`config.mk`:
```
export PLATFORM = sky130hd
export DESIGN_NAME = ndn_forwarder_top
export DESIGN_NICKNAME = d
export VERILOG_FILES = /design/src/hw/ndn_pkt_pkg.sv /design/src/hw/ndn_tbl_pkg.sv /design/src/hw/ndn_forwarder_top.sv /design/src/hw/ndn_tx_serializer.sv /design/src/hw/pit_table.sv /design/src/hw/fib_table.sv /design/src/hw/ndn_rx_parser.sv
export VERILOG_INCLUDE_DIRS = /design/src /design/src/include
export SDC_FILE = /design/constraint.sdc
export NUM_CORES = 2
export LEC_CHECK = 0
export ABC_CLOCK_PERIOD_IN_PS = 34600
export BUFFER_PORTS_ARGS = -buffer_cell sky130_fd_sc_hd__buf_4
export CAP_MARGIN = 15
export CORE_UTILIZATION = 30
export CTS_CLUSTER_DIAMETER = 100
export CTS_CLUSTER_SIZE = 20
export DETAILED_ROUTE_END_ITERATION = 12
export SYNTH_ARGS = -nofsm -noshare
export SYNTH_HDL_FRONTEND = slang
export SYNTH_SLANG_ARGS = --single-unit
```
`constraint.sdc`:
```
create_clock -name clk -period 34.6 [get_ports clk]
set_clock_uncertainty 0.2 [all_clocks]
set_input_delay 1.73 -clock clk [delete_from_list [all_inputs] [get_ports clk]]
set_output_delay 1.73 -clock clk [all_outputs]
set_load 0.01 [all_outputs]
```
`src/include/ndn_defines.svh`:
```
`ifndef NDN_DEFINES_SVH
`define NDN_DEFINES_SVH

// Table depths
`define NDN_FIB_DEPTH 8
`define NDN_PIT_DEPTH 8

// Data packet payload length in bytes
`define NDN_PAYLOAD_BYTES 4

// Number of faces, face ids are log2 of this
`define NDN_FACES 4

// Wishbone word address and data widths
// 8 FIB entries x 4 words needs 5 address bits
`define NDN_WB_AW 5
`define NDN_WB_DW 32

`endif
```
`src/hw/ndn_pkt_pkg.sv`:
```
`include "ndn_defines.svh"

package ndn_pkt_pkg;

    localparam int FACE_W = $clog2(`NDN_FACES);

    // Metadata byte plus 8 prefix bytes
    localparam int PKT_INT_BYTES  = 9;
    localparam int PKT_DATA_BYTES = PKT_INT_BYTES + `NDN_PAYLOAD_BYTES;
    localparam int PKT_CNT_W      = $clog2(PKT_DATA_BYTES + 1);

    typedef logic [FACE_W-1:0]     face_id_t;
    typedef logic [`NDN_FACES-1:0] face_mask_t;

    typedef struct packed {
        logic       is_data;
        logic [6:0] hop_limit;
    } ndn_meta_int_t;

    // Freshness passes through the node untouched
    typedef struct packed {
        logic       is_data;
        logic [6:0] freshness;
    } ndn_meta_data_t;

    // Bit 7 selects the view, 1 = data
    typedef union packed {
        ndn_meta_int_t  intr;
        ndn_meta_data_t data;
    } ndn_meta_u;

    typedef struct packed {
        ndn_meta_u                       meta;
        logic [63:0]                     prefix;
        logic [`NDN_PAYLOAD_BYTES*8-1:0] payload;
        face_id_t                        face;
    } ndn_pkt_t;

endpackage

```
`src/hw/ndn_tbl_pkg.sv`:
```
`include "ndn_defines.svh"

package ndn_tbl_pkg;

    // Register map, entry index * 4 + word
    localparam int FIB_WORDS_PER_ENTRY = 4;

    typedef logic [$clog2(FIB_WORDS_PER_ENTRY)-1:0] fib_word_t;

    localparam fib_word_t FIB_W_PREFIX_HI = 0;
    localparam fib_word_t FIB_W_PREFIX_LO = 1;
    localparam fib_word_t FIB_W_CTRL      = 2;

    // Control word fields
    localparam int FIB_CTRL_VALID    = 31;
    localparam int FIB_CTRL_LEN_LSB  = 4;
    localparam int FIB_CTRL_FACE_LSB = 0;

    // Prefix length in bytes, 1 to 8
    localparam int FIB_LEN_W = 4;
    typedef logic [FIB_LEN_W-1:0] fib_len_t;
    localparam fib_len_t FIB_MAX_LEN = 8;

    typedef struct packed {
        logic                  valid;
        logic [63:0]           prefix;
        fib_len_t              len;
        ndn_pkt_pkg::face_id_t face;
    } fib_entry_t;

    typedef struct packed {
        logic                    valid;
        logic [63:0]             prefix;
        ndn_pkt_pkg::face_mask_t mask;
    } pit_entry_t;

endpackage

```
`src/hw/ndn_forwarder_top.sv`:
```
`timescale 1ns/10ps
`include "ndn_defines.svh"

module ndn_forwarder_top (
    input  logic                    clk,
    input  logic                    rst_n,
    input  logic                    rx_valid,
    input  logic [7:0]              rx_data,
    input  ndn_pkt_pkg::face_id_t   rx_face,
    output logic                    rx_busy,
    output logic                    tx_valid,
    output logic [7:0]              tx_data,
    output logic                    tx_last,
    output ndn_pkt_pkg::face_mask_t tx_face_mask,
    input  logic                    tx_ready,
    input  logic                    wb_cyc,
    input  logic                    wb_stb,
    input  logic                    wb_we,
    input  logic [`NDN_WB_AW-1:0]   wb_adr,
    input  logic [`NDN_WB_DW-1:0]   wb_dat_i,
    output logic [`NDN_WB_DW-1:0]   wb_dat_o,
    output logic                    wb_ack
);

    logic                    pkt_valid;
    ndn_pkt_pkg::ndn_pkt_t   pkt;
    logic                    fib_valid;
    logic                    fib_hit;
    ndn_pkt_pkg::face_id_t   fib_face;
    logic                    tx_req;
    logic                    tx_ack;
    ndn_pkt_pkg::ndn_pkt_t   tx_pkt;
    ndn_pkt_pkg::face_mask_t pit_face_mask;
    logic                    pkt_done;

    ndn_rx_parser i_parser (
        .clk      (clk),
        .rst_n    (rst_n),
        .rx_valid (rx_valid),
        .rx_data  (rx_data),
        .rx_face  (rx_face),
        .pkt_done (pkt_done),
        .rx_busy  (rx_busy),
        .pkt_valid(pkt_valid),
        .pkt      (pkt)
    );

    fib_table i_fib (
        .clk      (clk),
        .rst_n    (rst_n),
        .wb_cyc   (wb_cyc),
        .wb_stb   (wb_stb),
        .wb_we    (wb_we),
        .wb_adr   (wb_adr),
        .wb_dat_i (wb_dat_i),
        .wb_dat_o (wb_dat_o),
        .wb_ack   (wb_ack),
        .pkt_valid(pkt_valid),
        .pkt      (pkt),
        .fib_valid(fib_valid),
        .fib_hit  (fib_hit),
        .fib_face (fib_face)
    );

    pit_table i_pit (
        .clk         (clk),
        .rst_n       (rst_n),
        .pkt_valid   (pkt_valid),
        .pkt         (pkt),
        .fib_valid   (fib_valid),
        .fib_hit     (fib_hit),
        .fib_face    (fib_face),
        .tx_ack      (tx_ack),
        .tx_req      (tx_req),
        .tx_pkt      (tx_pkt),
        .tx_face_mask(pit_face_mask),
        .pkt_done    (pkt_done)
    );

    ndn_tx_serializer i_ser (
        .clk         (clk),
        .rst_n       (rst_n),
        .tx_req      (tx_req),
        .tx_pkt      (tx_pkt),
        .tx_req_mask (pit_face_mask),
        .tx_ready    (tx_ready),
        .tx_ack      (tx_ack),
        .tx_valid    (tx_valid),
        .tx_data     (tx_data),
        .tx_last     (tx_last),
        .tx_face_mask(tx_face_mask)
    );

endmodule

```
`src/hw/ndn_tx_serializer.sv`:
```
`timescale 1ns/10ps
`include "ndn_defines.svh"

module ndn_tx_serializer (
    input  logic                    clk,
    input  logic                    rst_n,
    input  logic                    tx_req,
    input  ndn_pkt_pkg::ndn_pkt_t   tx_pkt,
    input  ndn_pkt_pkg::face_mask_t tx_req_mask,
    input  logic                    tx_ready,
    output logic                    tx_ack,
    output logic                    tx_valid,
    output logic [7:0]              tx_data,
    output logic                    tx_last,
    output ndn_pkt_pkg::face_mask_t tx_face_mask
);

    localparam int CW = ndn_pkt_pkg::PKT_CNT_W;
    localparam int SW = ndn_pkt_pkg::PKT_DATA_BYTES * 8;
    localparam logic [CW-1:0] N_INT  = CW'(ndn_pkt_pkg::PKT_INT_BYTES);
    localparam logic [CW-1:0] N_DATA = CW'(ndn_pkt_pkg::PKT_DATA_BYTES);

    logic          busy;
    // Bytes still to send, current byte at the top of sbuf
    logic [CW-1:0] left;
    logic [SW-1:0] sbuf;
    logic          xfer;

    assign tx_ack   = tx_req && !busy;
    assign tx_valid = busy;
    assign tx_data  = sbuf[SW-1 -: 8];
    assign tx_last  = busy && (left == CW'(1));
    assign xfer     = tx_valid && tx_ready;

    always_ff @(posedge clk) begin
        if (!rst_n) begin
            busy <= 1'b0;
        end else if (tx_ack) begin
            busy <= 1'b1;
        end else if (xfer && tx_last) begin
            busy <= 1'b0;
        end
    end

    always_ff @(posedge clk) begin
        if (tx_ack) begin
            // Interests stop after the prefix, payload bytes are never shifted out
            sbuf         <= {tx_pkt.meta, tx_pkt.prefix, tx_pkt.payload};
            left         <= tx_pkt.meta.data.is_data ? N_DATA : N_INT;
            tx_face_mask <= tx_req_mask;
        end else if (xfer) begin
            sbuf <= sbuf << 8;
            left <= left - 1'b1;
        end
    end

endmodule

```
`src/hw/pit_table.sv`:
```
`timescale 1ns/10ps
`include "ndn_defines.svh"

module pit_table (
    input  logic                    clk,
    input  logic                    rst_n,
    input  logic                    pkt_valid,
    input  ndn_pkt_pkg::ndn_pkt_t   pkt,
    input  logic                    fib_valid,
    input  logic                    fib_hit,
    input  ndn_pkt_pkg::face_id_t   fib_face,
    input  logic                    tx_ack,
    output logic                    tx_req,
    output ndn_pkt_pkg::ndn_pkt_t   tx_pkt,
    output ndn_pkt_pkg::face_mask_t tx_face_mask,
    output logic                    pkt_done
);

    localparam int DEPTH = `NDN_PIT_DEPTH;
    localparam int IDX_W = $clog2(DEPTH);

    ndn_tbl_pkg::pit_entry_t pit [DEPTH];

    logic             match_hit, free_hit;
    logic [IDX_W-1:0] match_idx, free_idx;
    logic             match_q, free_q;
    logic [IDX_W-1:0] match_idx_q, free_idx_q;
    logic             fwd_int, fwd_data, aggr;
    logic             done_q;

    function automatic ndn_pkt_pkg::face_mask_t onehot(input ndn_pkt_pkg::face_id_t f);
        return ndn_pkt_pkg::face_mask_t'(1) << f;
    endfunction

    // Exact match and first free slot, lowest index first
    always_comb begin
        match_hit = 1'b0;
        match_idx = '0;
        free_hit  = 1'b0;
        free_idx  = '0;
        for (int i = DEPTH - 1; i >= 0; i--) begin
            if (pit[i].valid && pit[i].prefix == pkt.prefix) begin
                match_hit = 1'b1;
                match_idx = IDX_W'(i);
            end
            if (!pit[i].valid) begin
                free_hit = 1'b1;
                free_idx = IDX_W'(i);
            end
        end
    end

    // Search runs while the FIB looks up, table is stable until the decision
    always_ff @(posedge clk) begin
        if (pkt_valid) begin
            match_q     <= match_hit;
            match_idx_q <= match_idx;
            free_q      <= free_hit;
            free_idx_q  <= free_idx;
        end
    end

    always_comb begin
        fwd_int  = 1'b0;
        fwd_data = 1'b0;
        aggr     = 1'b0;
        if (fib_valid) begin
            if (pkt.meta.data.is_data) begin
                fwd_data = match_q;
            end else if (pkt.meta.intr.hop_limit != '0 && fib_hit) begin
                aggr    = match_q;
                fwd_int = !match_q && free_q;
            end
        end
    end

    // Drops and aggregation finish next cycle, forwards finish on the ack
    assign pkt_done = done_q || (tx_req && tx_ack);

    always_ff @(posedge clk) begin
        if (!rst_n) begin
            tx_req <= 1'b0;
            done_q <= 1'b0;
            for (int i = 0; i < DEPTH; i++) begin
                pit[i].valid <= 1'b0;
            end
        end else begin
            done_q <= fib_valid && !fwd_int && !fwd_data;
            if (tx_ack) begin
                tx_req <= 1'b0;
            end
            if (fwd_int || fwd_data) begin
                tx_req <= 1'b1;
            end
            if (fwd_data) begin
                pit[match_idx_q].valid <= 1'b0;
            end
            if (fwd_int) begin
                pit[free_idx_q].valid  <= 1'b1;
                pit[free_idx_q].prefix <= pkt.prefix;
                pit[free_idx_q].mask   <= onehot(pkt.face);
            end
            if (aggr) begin
                pit[match_idx_q].mask <= pit[match_idx_q].mask | onehot(pkt.face);
            end
        end
    end

    always_ff @(posedge clk) begin
        if (fwd_int || fwd_data) begin
            tx_pkt <= pkt;
            if (fwd_int) begin
                tx_pkt.meta.intr.hop_limit <= pkt.meta.intr.hop_limit - 7'd1;
            end
            tx_face_mask <= fwd_data ? pit[match_idx_q].mask : onehot(fib_face);
        end
    end

endmodule

```
`src/hw/fib_table.sv`:
```
`timescale 1ns/10ps
`include "ndn_defines.svh"

module fib_table (
    input  logic                  clk,
    input  logic                  rst_n,
    input  logic                  wb_cyc,
    input  logic                  wb_stb,
    input  logic                  wb_we,
    input  logic [`NDN_WB_AW-1:0] wb_adr,
    input  logic [`NDN_WB_DW-1:0] wb_dat_i,
    output logic [`NDN_WB_DW-1:0] wb_dat_o,
    output logic                  wb_ack,
    input  logic                  pkt_valid,
    input  ndn_pkt_pkg::ndn_pkt_t pkt,
    output logic                  fib_valid,
    output logic                  fib_hit,
    output ndn_pkt_pkg::face_id_t fib_face
);

    localparam int DEPTH  = `NDN_FIB_DEPTH;
    localparam int IDX_W  = $clog2(DEPTH);
    localparam int WORD_W = $clog2(ndn_tbl_pkg::FIB_WORDS_PER_ENTRY);
    localparam int LEN_W  = ndn_tbl_pkg::FIB_LEN_W;
    localparam int FACE_W = ndn_pkt_pkg::FACE_W;

    ndn_tbl_pkg::fib_entry_t fib [DEPTH];

    logic                   wb_req;
    logic [IDX_W-1:0]       wb_idx;
    ndn_tbl_pkg::fib_word_t wb_word;
    logic [`NDN_WB_DW-1:0]  rd_word;
    logic                   best_hit;
    ndn_tbl_pkg::fib_len_t  best_len;
    ndn_pkt_pkg::face_id_t  best_face;

    // Byte mask covering the first len bytes of the prefix
    function automatic logic [63:0] len_mask(input ndn_tbl_pkg::fib_len_t len);
        logic [63:0] m;
        m = '1;
        return m << (8 * (int'(ndn_tbl_pkg::FIB_MAX_LEN) - int'(len)));
    endfunction

    assign wb_req  = wb_cyc && wb_stb && !wb_ack;
    assign wb_word = wb_adr[WORD_W-1:0];
    assign wb_idx  = wb_adr[WORD_W +: IDX_W];

    always_comb begin
        rd_word = '0;
        case (wb_word)
            ndn_tbl_pkg::FIB_W_PREFIX_HI: rd_word = fib[wb_idx].prefix[63:32];
            ndn_tbl_pkg::FIB_W_PREFIX_LO: rd_word = fib[wb_idx].prefix[31:0];
            ndn_tbl_pkg::FIB_W_CTRL: begin
                rd_word[ndn_tbl_pkg::FIB_CTRL_VALID]             = fib[wb_idx].valid;
                rd_word[ndn_tbl_pkg::FIB_CTRL_LEN_LSB +: LEN_W]  = fib[wb_idx].len;
                rd_word[ndn_tbl_pkg::FIB_CTRL_FACE_LSB +: FACE_W] = fib[wb_idx].face;
            end
            // Reserved word
            default: rd_word = '0;
        endcase
    end

    always_ff @(posedge clk) begin
        if (!rst_n) begin
            wb_ack <= 1'b0;
        end else begin
            wb_ack <= wb_req;
        end
    end

    always_ff @(posedge clk) begin
        if (wb_req) begin
            wb_dat_o <= rd_word;
        end
    end

    // Writes land on the same edge that raises the ack
    always_ff @(posedge clk) begin
        if (!rst_n) begin
            for (int i = 0; i < DEPTH; i++) begin
                fib[i].valid <= 1'b0;
            end
        end else if (wb_req && wb_we) begin
            case (wb_word)
                ndn_tbl_pkg::FIB_W_PREFIX_HI: fib[wb_idx].prefix[63:32] <= wb_dat_i;
                ndn_tbl_pkg::FIB_W_PREFIX_LO: fib[wb_idx].prefix[31:0]  <= wb_dat_i;
                ndn_tbl_pkg::FIB_W_CTRL: begin
                    fib[wb_idx].valid <= wb_dat_i[ndn_tbl_pkg::FIB_CTRL_VALID];
                    fib[wb_idx].len   <= wb_dat_i[ndn_tbl_pkg::FIB_CTRL_LEN_LSB +: LEN_W];
                    fib[wb_idx].face  <= wb_dat_i[ndn_tbl_pkg::FIB_CTRL_FACE_LSB +: FACE_W];
                end
                default: ;
            endcase
        end
    end

    // Longest prefix match, strict compare keeps the lowest index on ties
    always_comb begin
        best_hit  = 1'b0;
        best_len  = '0;
        best_face = '0;
        for (int i = 0; i < DEPTH; i++) begin
            if (fib[i].valid && fib[i].len != '0 &&
                fib[i].len <= ndn_tbl_pkg::FIB_MAX_LEN &&
                ((fib[i].prefix ^ pkt.prefix) & len_mask(fib[i].len)) == '0 &&
                fib[i].len > best_len) begin
                best_hit  = 1'b1;
                best_len  = fib[i].len;
                best_face = fib[i].face;
            end
        end
    end

    always_ff @(posedge clk) begin
        if (!rst_n) begin
            fib_valid <= 1'b0;
            fib_hit   <= 1'b0;
        end else begin
            fib_valid <= pkt_valid;
            // Data packets never look up the FIB
            fib_hit   <= pkt_valid && !pkt.meta.data.is_data && best_hit;
        end
    end

    always_ff @(posedge clk) begin
        if (pkt_valid) begin
            fib_face <= best_face;
        end
    end

endmodule

```
`src/hw/ndn_rx_parser.sv`:
```
`timescale 1ns/10ps
`include "ndn_defines.svh"

module ndn_rx_parser (
    input  logic                  clk,
    input  logic                  rst_n,
    input  logic                  rx_valid,
    input  logic [7:0]            rx_data,
    input  ndn_pkt_pkg::face_id_t rx_face,
    input  logic                  pkt_done,
    output logic                  rx_busy,
    output logic                  pkt_valid,
    output ndn_pkt_pkg::ndn_pkt_t pkt
);

    localparam int CW = ndn_pkt_pkg::PKT_CNT_W;
    localparam int PW = `NDN_PAYLOAD_BYTES * 8;
    localparam logic [CW-1:0] LAST_INT  = CW'(ndn_pkt_pkg::PKT_INT_BYTES - 1);
    localparam logic [CW-1:0] LAST_DATA = CW'(ndn_pkt_pkg::PKT_DATA_BYTES - 1);
    localparam logic [CW-1:0] LAST_PFX  = CW'(8);

    // Index of the next expected byte
    logic [CW-1:0] cnt;
    logic          take;
    logic          last;

    // Byte 0 only while idle, later bytes while a packet is open
    assign take = rx_valid && (cnt != '0 || !rx_busy);

    // Length known from the type bit once byte 0 is stored
    assign last = (cnt != '0) &&
                  (cnt == (pkt.meta.data.is_data ? LAST_DATA : LAST_INT));

    always_ff @(posedge clk) begin
        if (!rst_n) begin
            cnt       <= '0;
            rx_busy   <= 1'b0;
            pkt_valid <= 1'b0;
        end else begin
            pkt_valid <= take && last;
            if (take) begin
                rx_busy <= 1'b1;
                cnt     <= last ? '0 : cnt + 1'b1;
            end else if (pkt_done) begin
                rx_busy <= 1'b0;
            end
        end
    end

    // Packet fields, held until the next packet starts
    always_ff @(posedge clk) begin
        if (take) begin
            if (cnt == '0) begin
                pkt.meta    <= rx_data;
                pkt.face    <= rx_face;
                pkt.payload <= '0;
            end else if (cnt <= LAST_PFX) begin
                // MSB first
                pkt.prefix <= {pkt.prefix[55:0], rx_data};
            end else begin
                pkt.payload <= {pkt.payload[PW-9:0], rx_data};
            end
        end
    end

endmodule

```
**Word-level counts from Yosys, hierarchy flattened**

Memory sizes are Yosys's and may differ from the RTL's.
Index checks and enable logic that the tools add are counted.

- Add/sub/neg operators: 11
- $lt $le $gt $ge: 17
- Equality and inequality tests: 13
- Shifts and indexed selects: 10
- Mux-type cells: 99
- Bitwise gates (word level): 18
- Reduce and logical (&&, ||, !) cells: 103

Operator list:

| cell | number |
|---|---|
| $and 64x64->64 | 8 |
| $eq 64x64->1 | 8 |
| $logic_not 64->1 | 8 |
| $shl 64x32->64 const A | 8 |
| $xor 64x64->64 | 8 |
| $mux 104 | 2 |
| $mux 69 | 2 |
| $reduce_or 69->1 | 2 |
| $mux 71 | 1 |
| $reduce_or 71->1 | 1 |
| $logic_and 1x1->1 | 57 |
| $mux 1 | 48 |
| $mux 4 | 12 |
| $pmux 23 s2 | 1 |
| $mux 3 | 15 |
| $sub 4x4->5 const A | 8 |
| $le 4x4->1 const B | 9 |
| $reduce_bool 4->1 | 9 |
| $mux 32 | 1 |
| $gt 4x4->1 | 7 |
| $mux 2 | 12 |
| $pmux 4 s3 | 1 |
| $reduce_bool 2->1 | 4 |
| $shl 1x2->4 const A | 2 |
| 27 further kinds | 37 |

- Bits in registers: 380
- RAM bits: 1120
- Bits of input ports: 54
- Memories: 2

Memories:

| name | words | width | read ports | clocked after memory_dff | wr ports | line | text |
|---|---|---|---|---|---|---|---|
| i_fib.fib | 8 | 71 | 9 | 0 | 8 | fib_table.sv:27 | `ndn_tbl_pkg::fib_entry_t fib [DEPTH];` |
| i_pit.pit | 8 | 69 | 9 | 0 | 8 | pit_table.sv:22 | `ndn_tbl_pkg::pit_entry_t pit [DEPTH];` |

**Logic depth before layout (Yosys ltp)**

An unclocked memory read counts as a cell.

- Word-level depth: 30
- Mapped depth: 70

**Cells and area by module**

Synthesis repeated with hierarchy kept, for this count alone.

- Cell total of the unflattened synthesis: 4490
- Area, all modules: 66591.4 µm²

By module, submodules not included:

| module | instances | cells an instance | area an instance (µm²) |
|---|---|---|---|
| fib_table | 1 | 2332 | 30405.4 |
| pit_table | 1 | 1722 | 27523.9 |
| ndn_tx_serializer | 1 | 255 | 4897.2 |
| ndn_rx_parser | 1 | 181 | 3764.9 |

**Least setup slack after synthesis**

OpenSTA, ideal clock, no wires.

- Path type: reg2reg
- From: memory i_fib.fib[0][2] (netlist name)
- To: register i_fib.fib_hit
- Library setup time: 122 ps
- Arrival: 11582 ps
- Data required time: 34278 ps
- Path slack: 22696 ps
- Cell stages (with the launch flop): 66
- Buffers on the path: 3
- Clock period less this slack: 11904 ps
- Cells stage by stage: edfxtp_1 > buf_4 > inv_1 > ha_1 > nor2b_1 > and3_4 > o32ai_1 > nand2_1 > nor4b_2 > buf_2 > and2_1 > inv_1 > ha_1 > nand4_1 > o211ai_1 > a221oi_1 > nand4_1 > o31ai_4 > (+30 left out) > nor2b_1 > o21ai_0 > nand2b_1 > a21oi_1 > nor3_1 > o31ai_1 > mux2_2 > ha_1 > nor2b_1 > o21ai_0 > nand2b_1 > a21oi_1 > nor4_1 > inv_1 > nand2_1 > nor3_1 > nand3_1 > o311a_1

RTL lines:

| item | line | text |
|---|---|---|
| start: declaration | fib_table.sv:27 |  |
| end signal: assignment | fib_table.sv:121 | `fib_hit <= pkt_valid && !pkt.meta.data.is_data && best_hit;` |
| end: declaration | fib_table.sv:17 | `output logic fib_hit,` |

**Worst setup path after layout**

- From: register, netlist name i_parser.pkt[63]
- To: register i_fib.fib_hit

- Longest elaborated chain between the ends: 28
- Elaborated cells on any way between the ends: 63

RTL lines:

| item | line | text |
|---|---|---|
| $xor 64x64->64 | fib_table.sv:105 | `((fib[i].prefix ^ pkt.prefix) & len_mask(fib[i].len)) == '0 &&` |
| $and 64x64->64 | fib_table.sv:105 |  |
| $logic_not 64->1 | fib_table.sv:105 |  |
| $logic_and 1x1->1 | fib_table.sv:104 | `fib[i].len <= ndn_tbl_pkg::FIB_MAX_LEN &&` |
| $logic_and 1x1->1 | fib_table.sv:105 |  |
| $mux 4 | fib_table.sv:103 | `if (fib[i].valid && fib[i].len != '0 &&` |
| $gt 4x4->1 | fib_table.sv:106 | `fib[i].len > best_len) begin` |
| $logic_and 1x1->1 | fib_table.sv:105 |  |
| (+12 left out) | -- |  |
| $mux 4 | fib_table.sv:103 |  |
| $gt 4x4->1 | fib_table.sv:106 |  |
| $logic_and 1x1->1 | fib_table.sv:105 |  |
| $mux 4 | fib_table.sv:103 |  |
| $gt 4x4->1 | fib_table.sv:106 |  |
| $logic_and 1x1->1 | fib_table.sv:105 |  |
| $mux 1 (*) | fib_table.sv:103 |  |
| $logic_and 1x1->1 (*) | fib_table.sv:121 |  |

Every way passes the cells marked *; elsewhere a longest branch is shown, timed or not.
A chain may end at the register's enable or synchronous reset.

==> results by group <==
Run status
  – Status: finished, final reports clean

Logic synthesis
  – Syn. warnings: 0
  – Sequential-to-total area share from yosys stat: 0.679
  – Simple-Gate Fraction of Synth Area: 0.0838
  – Largest family of logic cells by synthesized area: XOR/XNOR gates
  – EDFF count, synth: 1,472
  – Mux share of post-synthesis cell area: 0.00546
  – Synth Area in Compound Gates: 0.0771
  – Cell variety after synth: 92
  – Avg Cell Area, Syn: 14.1 µm²
  – Biggest area consumer among synthesized cells: edfxtp_1
  – Syn Inst Count: 4,674
  – Post-synthesis xor/xnor area fraction: 0.124
  – Adder-cell area share of the yosys netlist: 0.00660
  – Top-area cell type share of the netlist area: 0.670
  – Cell Area, Synth: 0.0660 mm²
  – Synth area leaders: edfxtp_1 67%, xor2_1 6.5%, xnor2_1 5.9%
  – Synth Flop Type: edfxtp_1
  – #FFs+latches synth: 1,500
  – Mapped Nets: 4,762
  – Ys async rst share: 0

Placement
  – Inst Count DP: 7,499
  – HPWL after DPL: 162,000 µm
  – Gpl congestion: 0.947
  – Buffers on Ports: 101

Worst setup path
  – Worst Path Buf+Inv: 7
  – Setup crit end kind: register
  – Required time of the worst setup path: approximately 35,000 ps
  – Setup CP Type: reg2reg
  – Arrival time worst endpoint: 14,660 ps
  – Reg2reg setup slack: 20,360 ps
  – Critical Path Max Stage Delay: between 600 and 700 ps
  – Kind of cell adding the most delay to the critical path: compound AO/OA/AOI/OAI gates
  – CP max FO: 19
  – Slowest cell on crit path: nor4_1
  – Setup crit start kind: register
  – CP dominant cell by count: ha_1

Cells and area
  – Finished Core Util: 0.335
  – Fin cells: 7,629
  – Commonest cells after routing, fill and taps aside: 1,472 x edfxtp_1, 487 x xor2_1, 444 x xnor2_1
  – Sequential Area: roughly 0.045 mm²
  – P&R area growth vs syn: 10.6%
  – Filler instances: 21,102
  – Multi-input gate area: about 0.02 mm²
  – Share of layout cells above drive strength 1: 0.0919
  – Nets: approximately 4,800
  – Most common cell after layout, fill and taps aside: edfxtp_1

Clocking
  – Clk_lat worst skew: 730 ps
  – CTS tree: yes
  – Clk buf depth: 3
  – H-Tree Depth: 3
  – CTS root buf: clkbuf_16
  – Worst-path clk slew: 90 ps
  – Setup bufs post-CTS: 0
  – Clock sink count: 1,500
  – Resize count post-CTS: 0
  – Hold buffers post-CTS: 0
  – Num CTS Buffers: 86

Routing
  – 1st-iter DRT viols: 6,369
  – Final WL: 240,000 µm
  – Vias/cell: 5.57
  – DRC violations left: 0
  – Detail Route Antenna Nets: 0
  – Wire length per cell: 31.5 µm
  – Vias: between 40,000 and 50,000
  – Iteration count of the initial detailed-routing pass: 6

Global route
  – Initial antenna violation count: 18
  – Aggregate global-route resource usage: 0.210
  – Largest net degree at the start of global routing: 89
  – Vias in the first global route: ~40,000
  – Global-route wire length before repair: 329,000 µm
  – Global route overflow: 0

Die
  – Initial Utilization: 0.303
  – Die area: 0.222 mm²
  – Die X: between 400 and 500 µm
  – Core Region: 0.218 mm²
  – Ports: 102
  – Row count: 171
  – Die height: approximately 470 µm

Min path
  – Worst hold path type: reg2reg

Pwr
  – Max IR drop VDD: 0.0471 mV
  – LEAKAGE: 0.0219 µW
  – Pwr per Cell Area: 46.3 mW/mm²

Timing
  – Crit share post-route: 0.412
  – Worst rel slew slack: 0.122
  – Min Tclk post-route: 14,240 ps
  – Max Fclk: ~70 MHz
  – Final hold violation count: 0
  – Endpoints failing setup: 0
  – Fin. max-slew vios: 0
  – RSZ-0062 raised after global routing: false
  – Slew at the pin with the worst max-slew slack: 1310 ps
  – Setup tns final: 0 ps

Run
  – Max-cap violations: 0
-- power breakdown --
group          switching [µW]  internal (µW)  total, µW  leakage, µW
Combinational             199           77.9        277      0.00823
Sequential               10.1           2000       2010       0.0125
Clock                     606            481       1090      0.00118
Total                     815           2560       3380       0.0219
-- metal layers --
metal,global-route usage,wire [µm],vias to the layer above
met1,0.296,98600,21783
met2,0.315,104000,2701
met3,0.0436,26500,401
li1,-,-,17601
met5,0,56,-
met4,0.0852,10600,10
-- stage by stage --
step	power (µW)	area, µm²	hold slack, ps	worst slack (ps)
detailed placement	2320	70500	205	20580
floorplan	2200	66000	200	22700
CTS	3380	72900	225	20520
global placement	2320	70400	201	20450
global route	3450	72900	228	19360
finish	3380	72900	222	20360
-- state kept, by name, indices dropped and copies added, names as in the netlist, 32 cells and up --
signal / count
i_fib.fib: 568
i_ser.sbuf: 104
i_pit.pit: 552
i_parser.pkt: 106
i_pit.tx_pkt: 104
i_fib.wb_dat_o: 32
-- cell families (layout without fill, tap and decap cells) --
logic type | count (synthesis) | after routing
compound gates | 689 | 689
xor+xnor | 932 | 932
fa+ha+maj | 35 | 35
buf+inv | 390 | 482
flops | 1500 | 1500
mux | 24 | 24
other cells | 0 | 9
simple gates | 1104 | 1104
-- Yosys cell counts, types with 8 or more instances --
| cell | number |
|---|---|
| a311oi_1 | 10 |
| mux4_2 | 8 |
| and2_1 | 37 |
| o2bb2ai_1 | 19 |
| a22o_1 | 52 |
| inv_1 | 120 |
| nand2_1 | 390 |
| nand3b_1 | 8 |
| a22oi_1 | 189 |
| ha_1 | 34 |
| edfxtp_1 | 1472 |
| and3_1 | 16 |
| xnor2_1 | 444 |
| nand2b_1 | 15 |
| clkbuf_1 | 147 |
| o211ai_1 | 13 |
| a31oi_1 | 31 |
| buf_1 | 61 |
| o2111ai_1 | 9 |
| a21oi_1 | 61 |
| nand4_1 | 187 |
| xor2_1 | 487 |
| buf_4 | 13 |
| o21ai_0 | 80 |
| nor2b_1 | 41 |
| mux2i_1 | 9 |
| buf_2 | 40 |
| nor4_1 | 137 |
| nand3_1 | 27 |
| nor3_1 | 40 |
| a221oi_1 | 71 |
| o22ai_1 | 55 |
| dfxtp_1 | 28 |
| nor2_1 | 163 |
-- layout make-up --
| cell class | instances | share of cell area |
|---|---|---|
| antenna | 9 | 0.000309 |
| clock buffer | 110 | 0.0317 |
| clock inverter | 8 | 0.00153 |
| inverter | 122 | 0.00631 |
| multi-input combinational | 2784 | 0.272 |
| sequential | 1500 | 0.614 |
| tap | 2854 | 0.0490 |
| timing repair buffer | 242 | 0.0252 |
-- worst paths after layout --
path | cells after the start | from | endpoint
hold / removal | 0 | i_parser.pkt[30] | i_pit.tx_pkt[30]
setup / recovery | 61 | i_parser.pkt[63] | i_fib.fib_hit
hold reg to reg | 0 | i_parser.pkt[30] | i_pit.tx_pkt[30]
setup reg to reg | 61 | i_parser.pkt[63] | i_fib.fib_hit
-- worst reg2reg max path, delay by kind of cell (launching register included) --
family / cells / cell delay (ps)
adders and majority gates: 8 / 2270
muxes: 2 / 820
DFF: 1 / 340
and+or+nand+nor: 19 / 3380
AOI/OAI and AO/OA: 24 / 5970
buffers and inverters: 7 / 1020
xor gates and xnor gates: 1 / 140
Note: power is estimated with default switching activity, not from simulation.
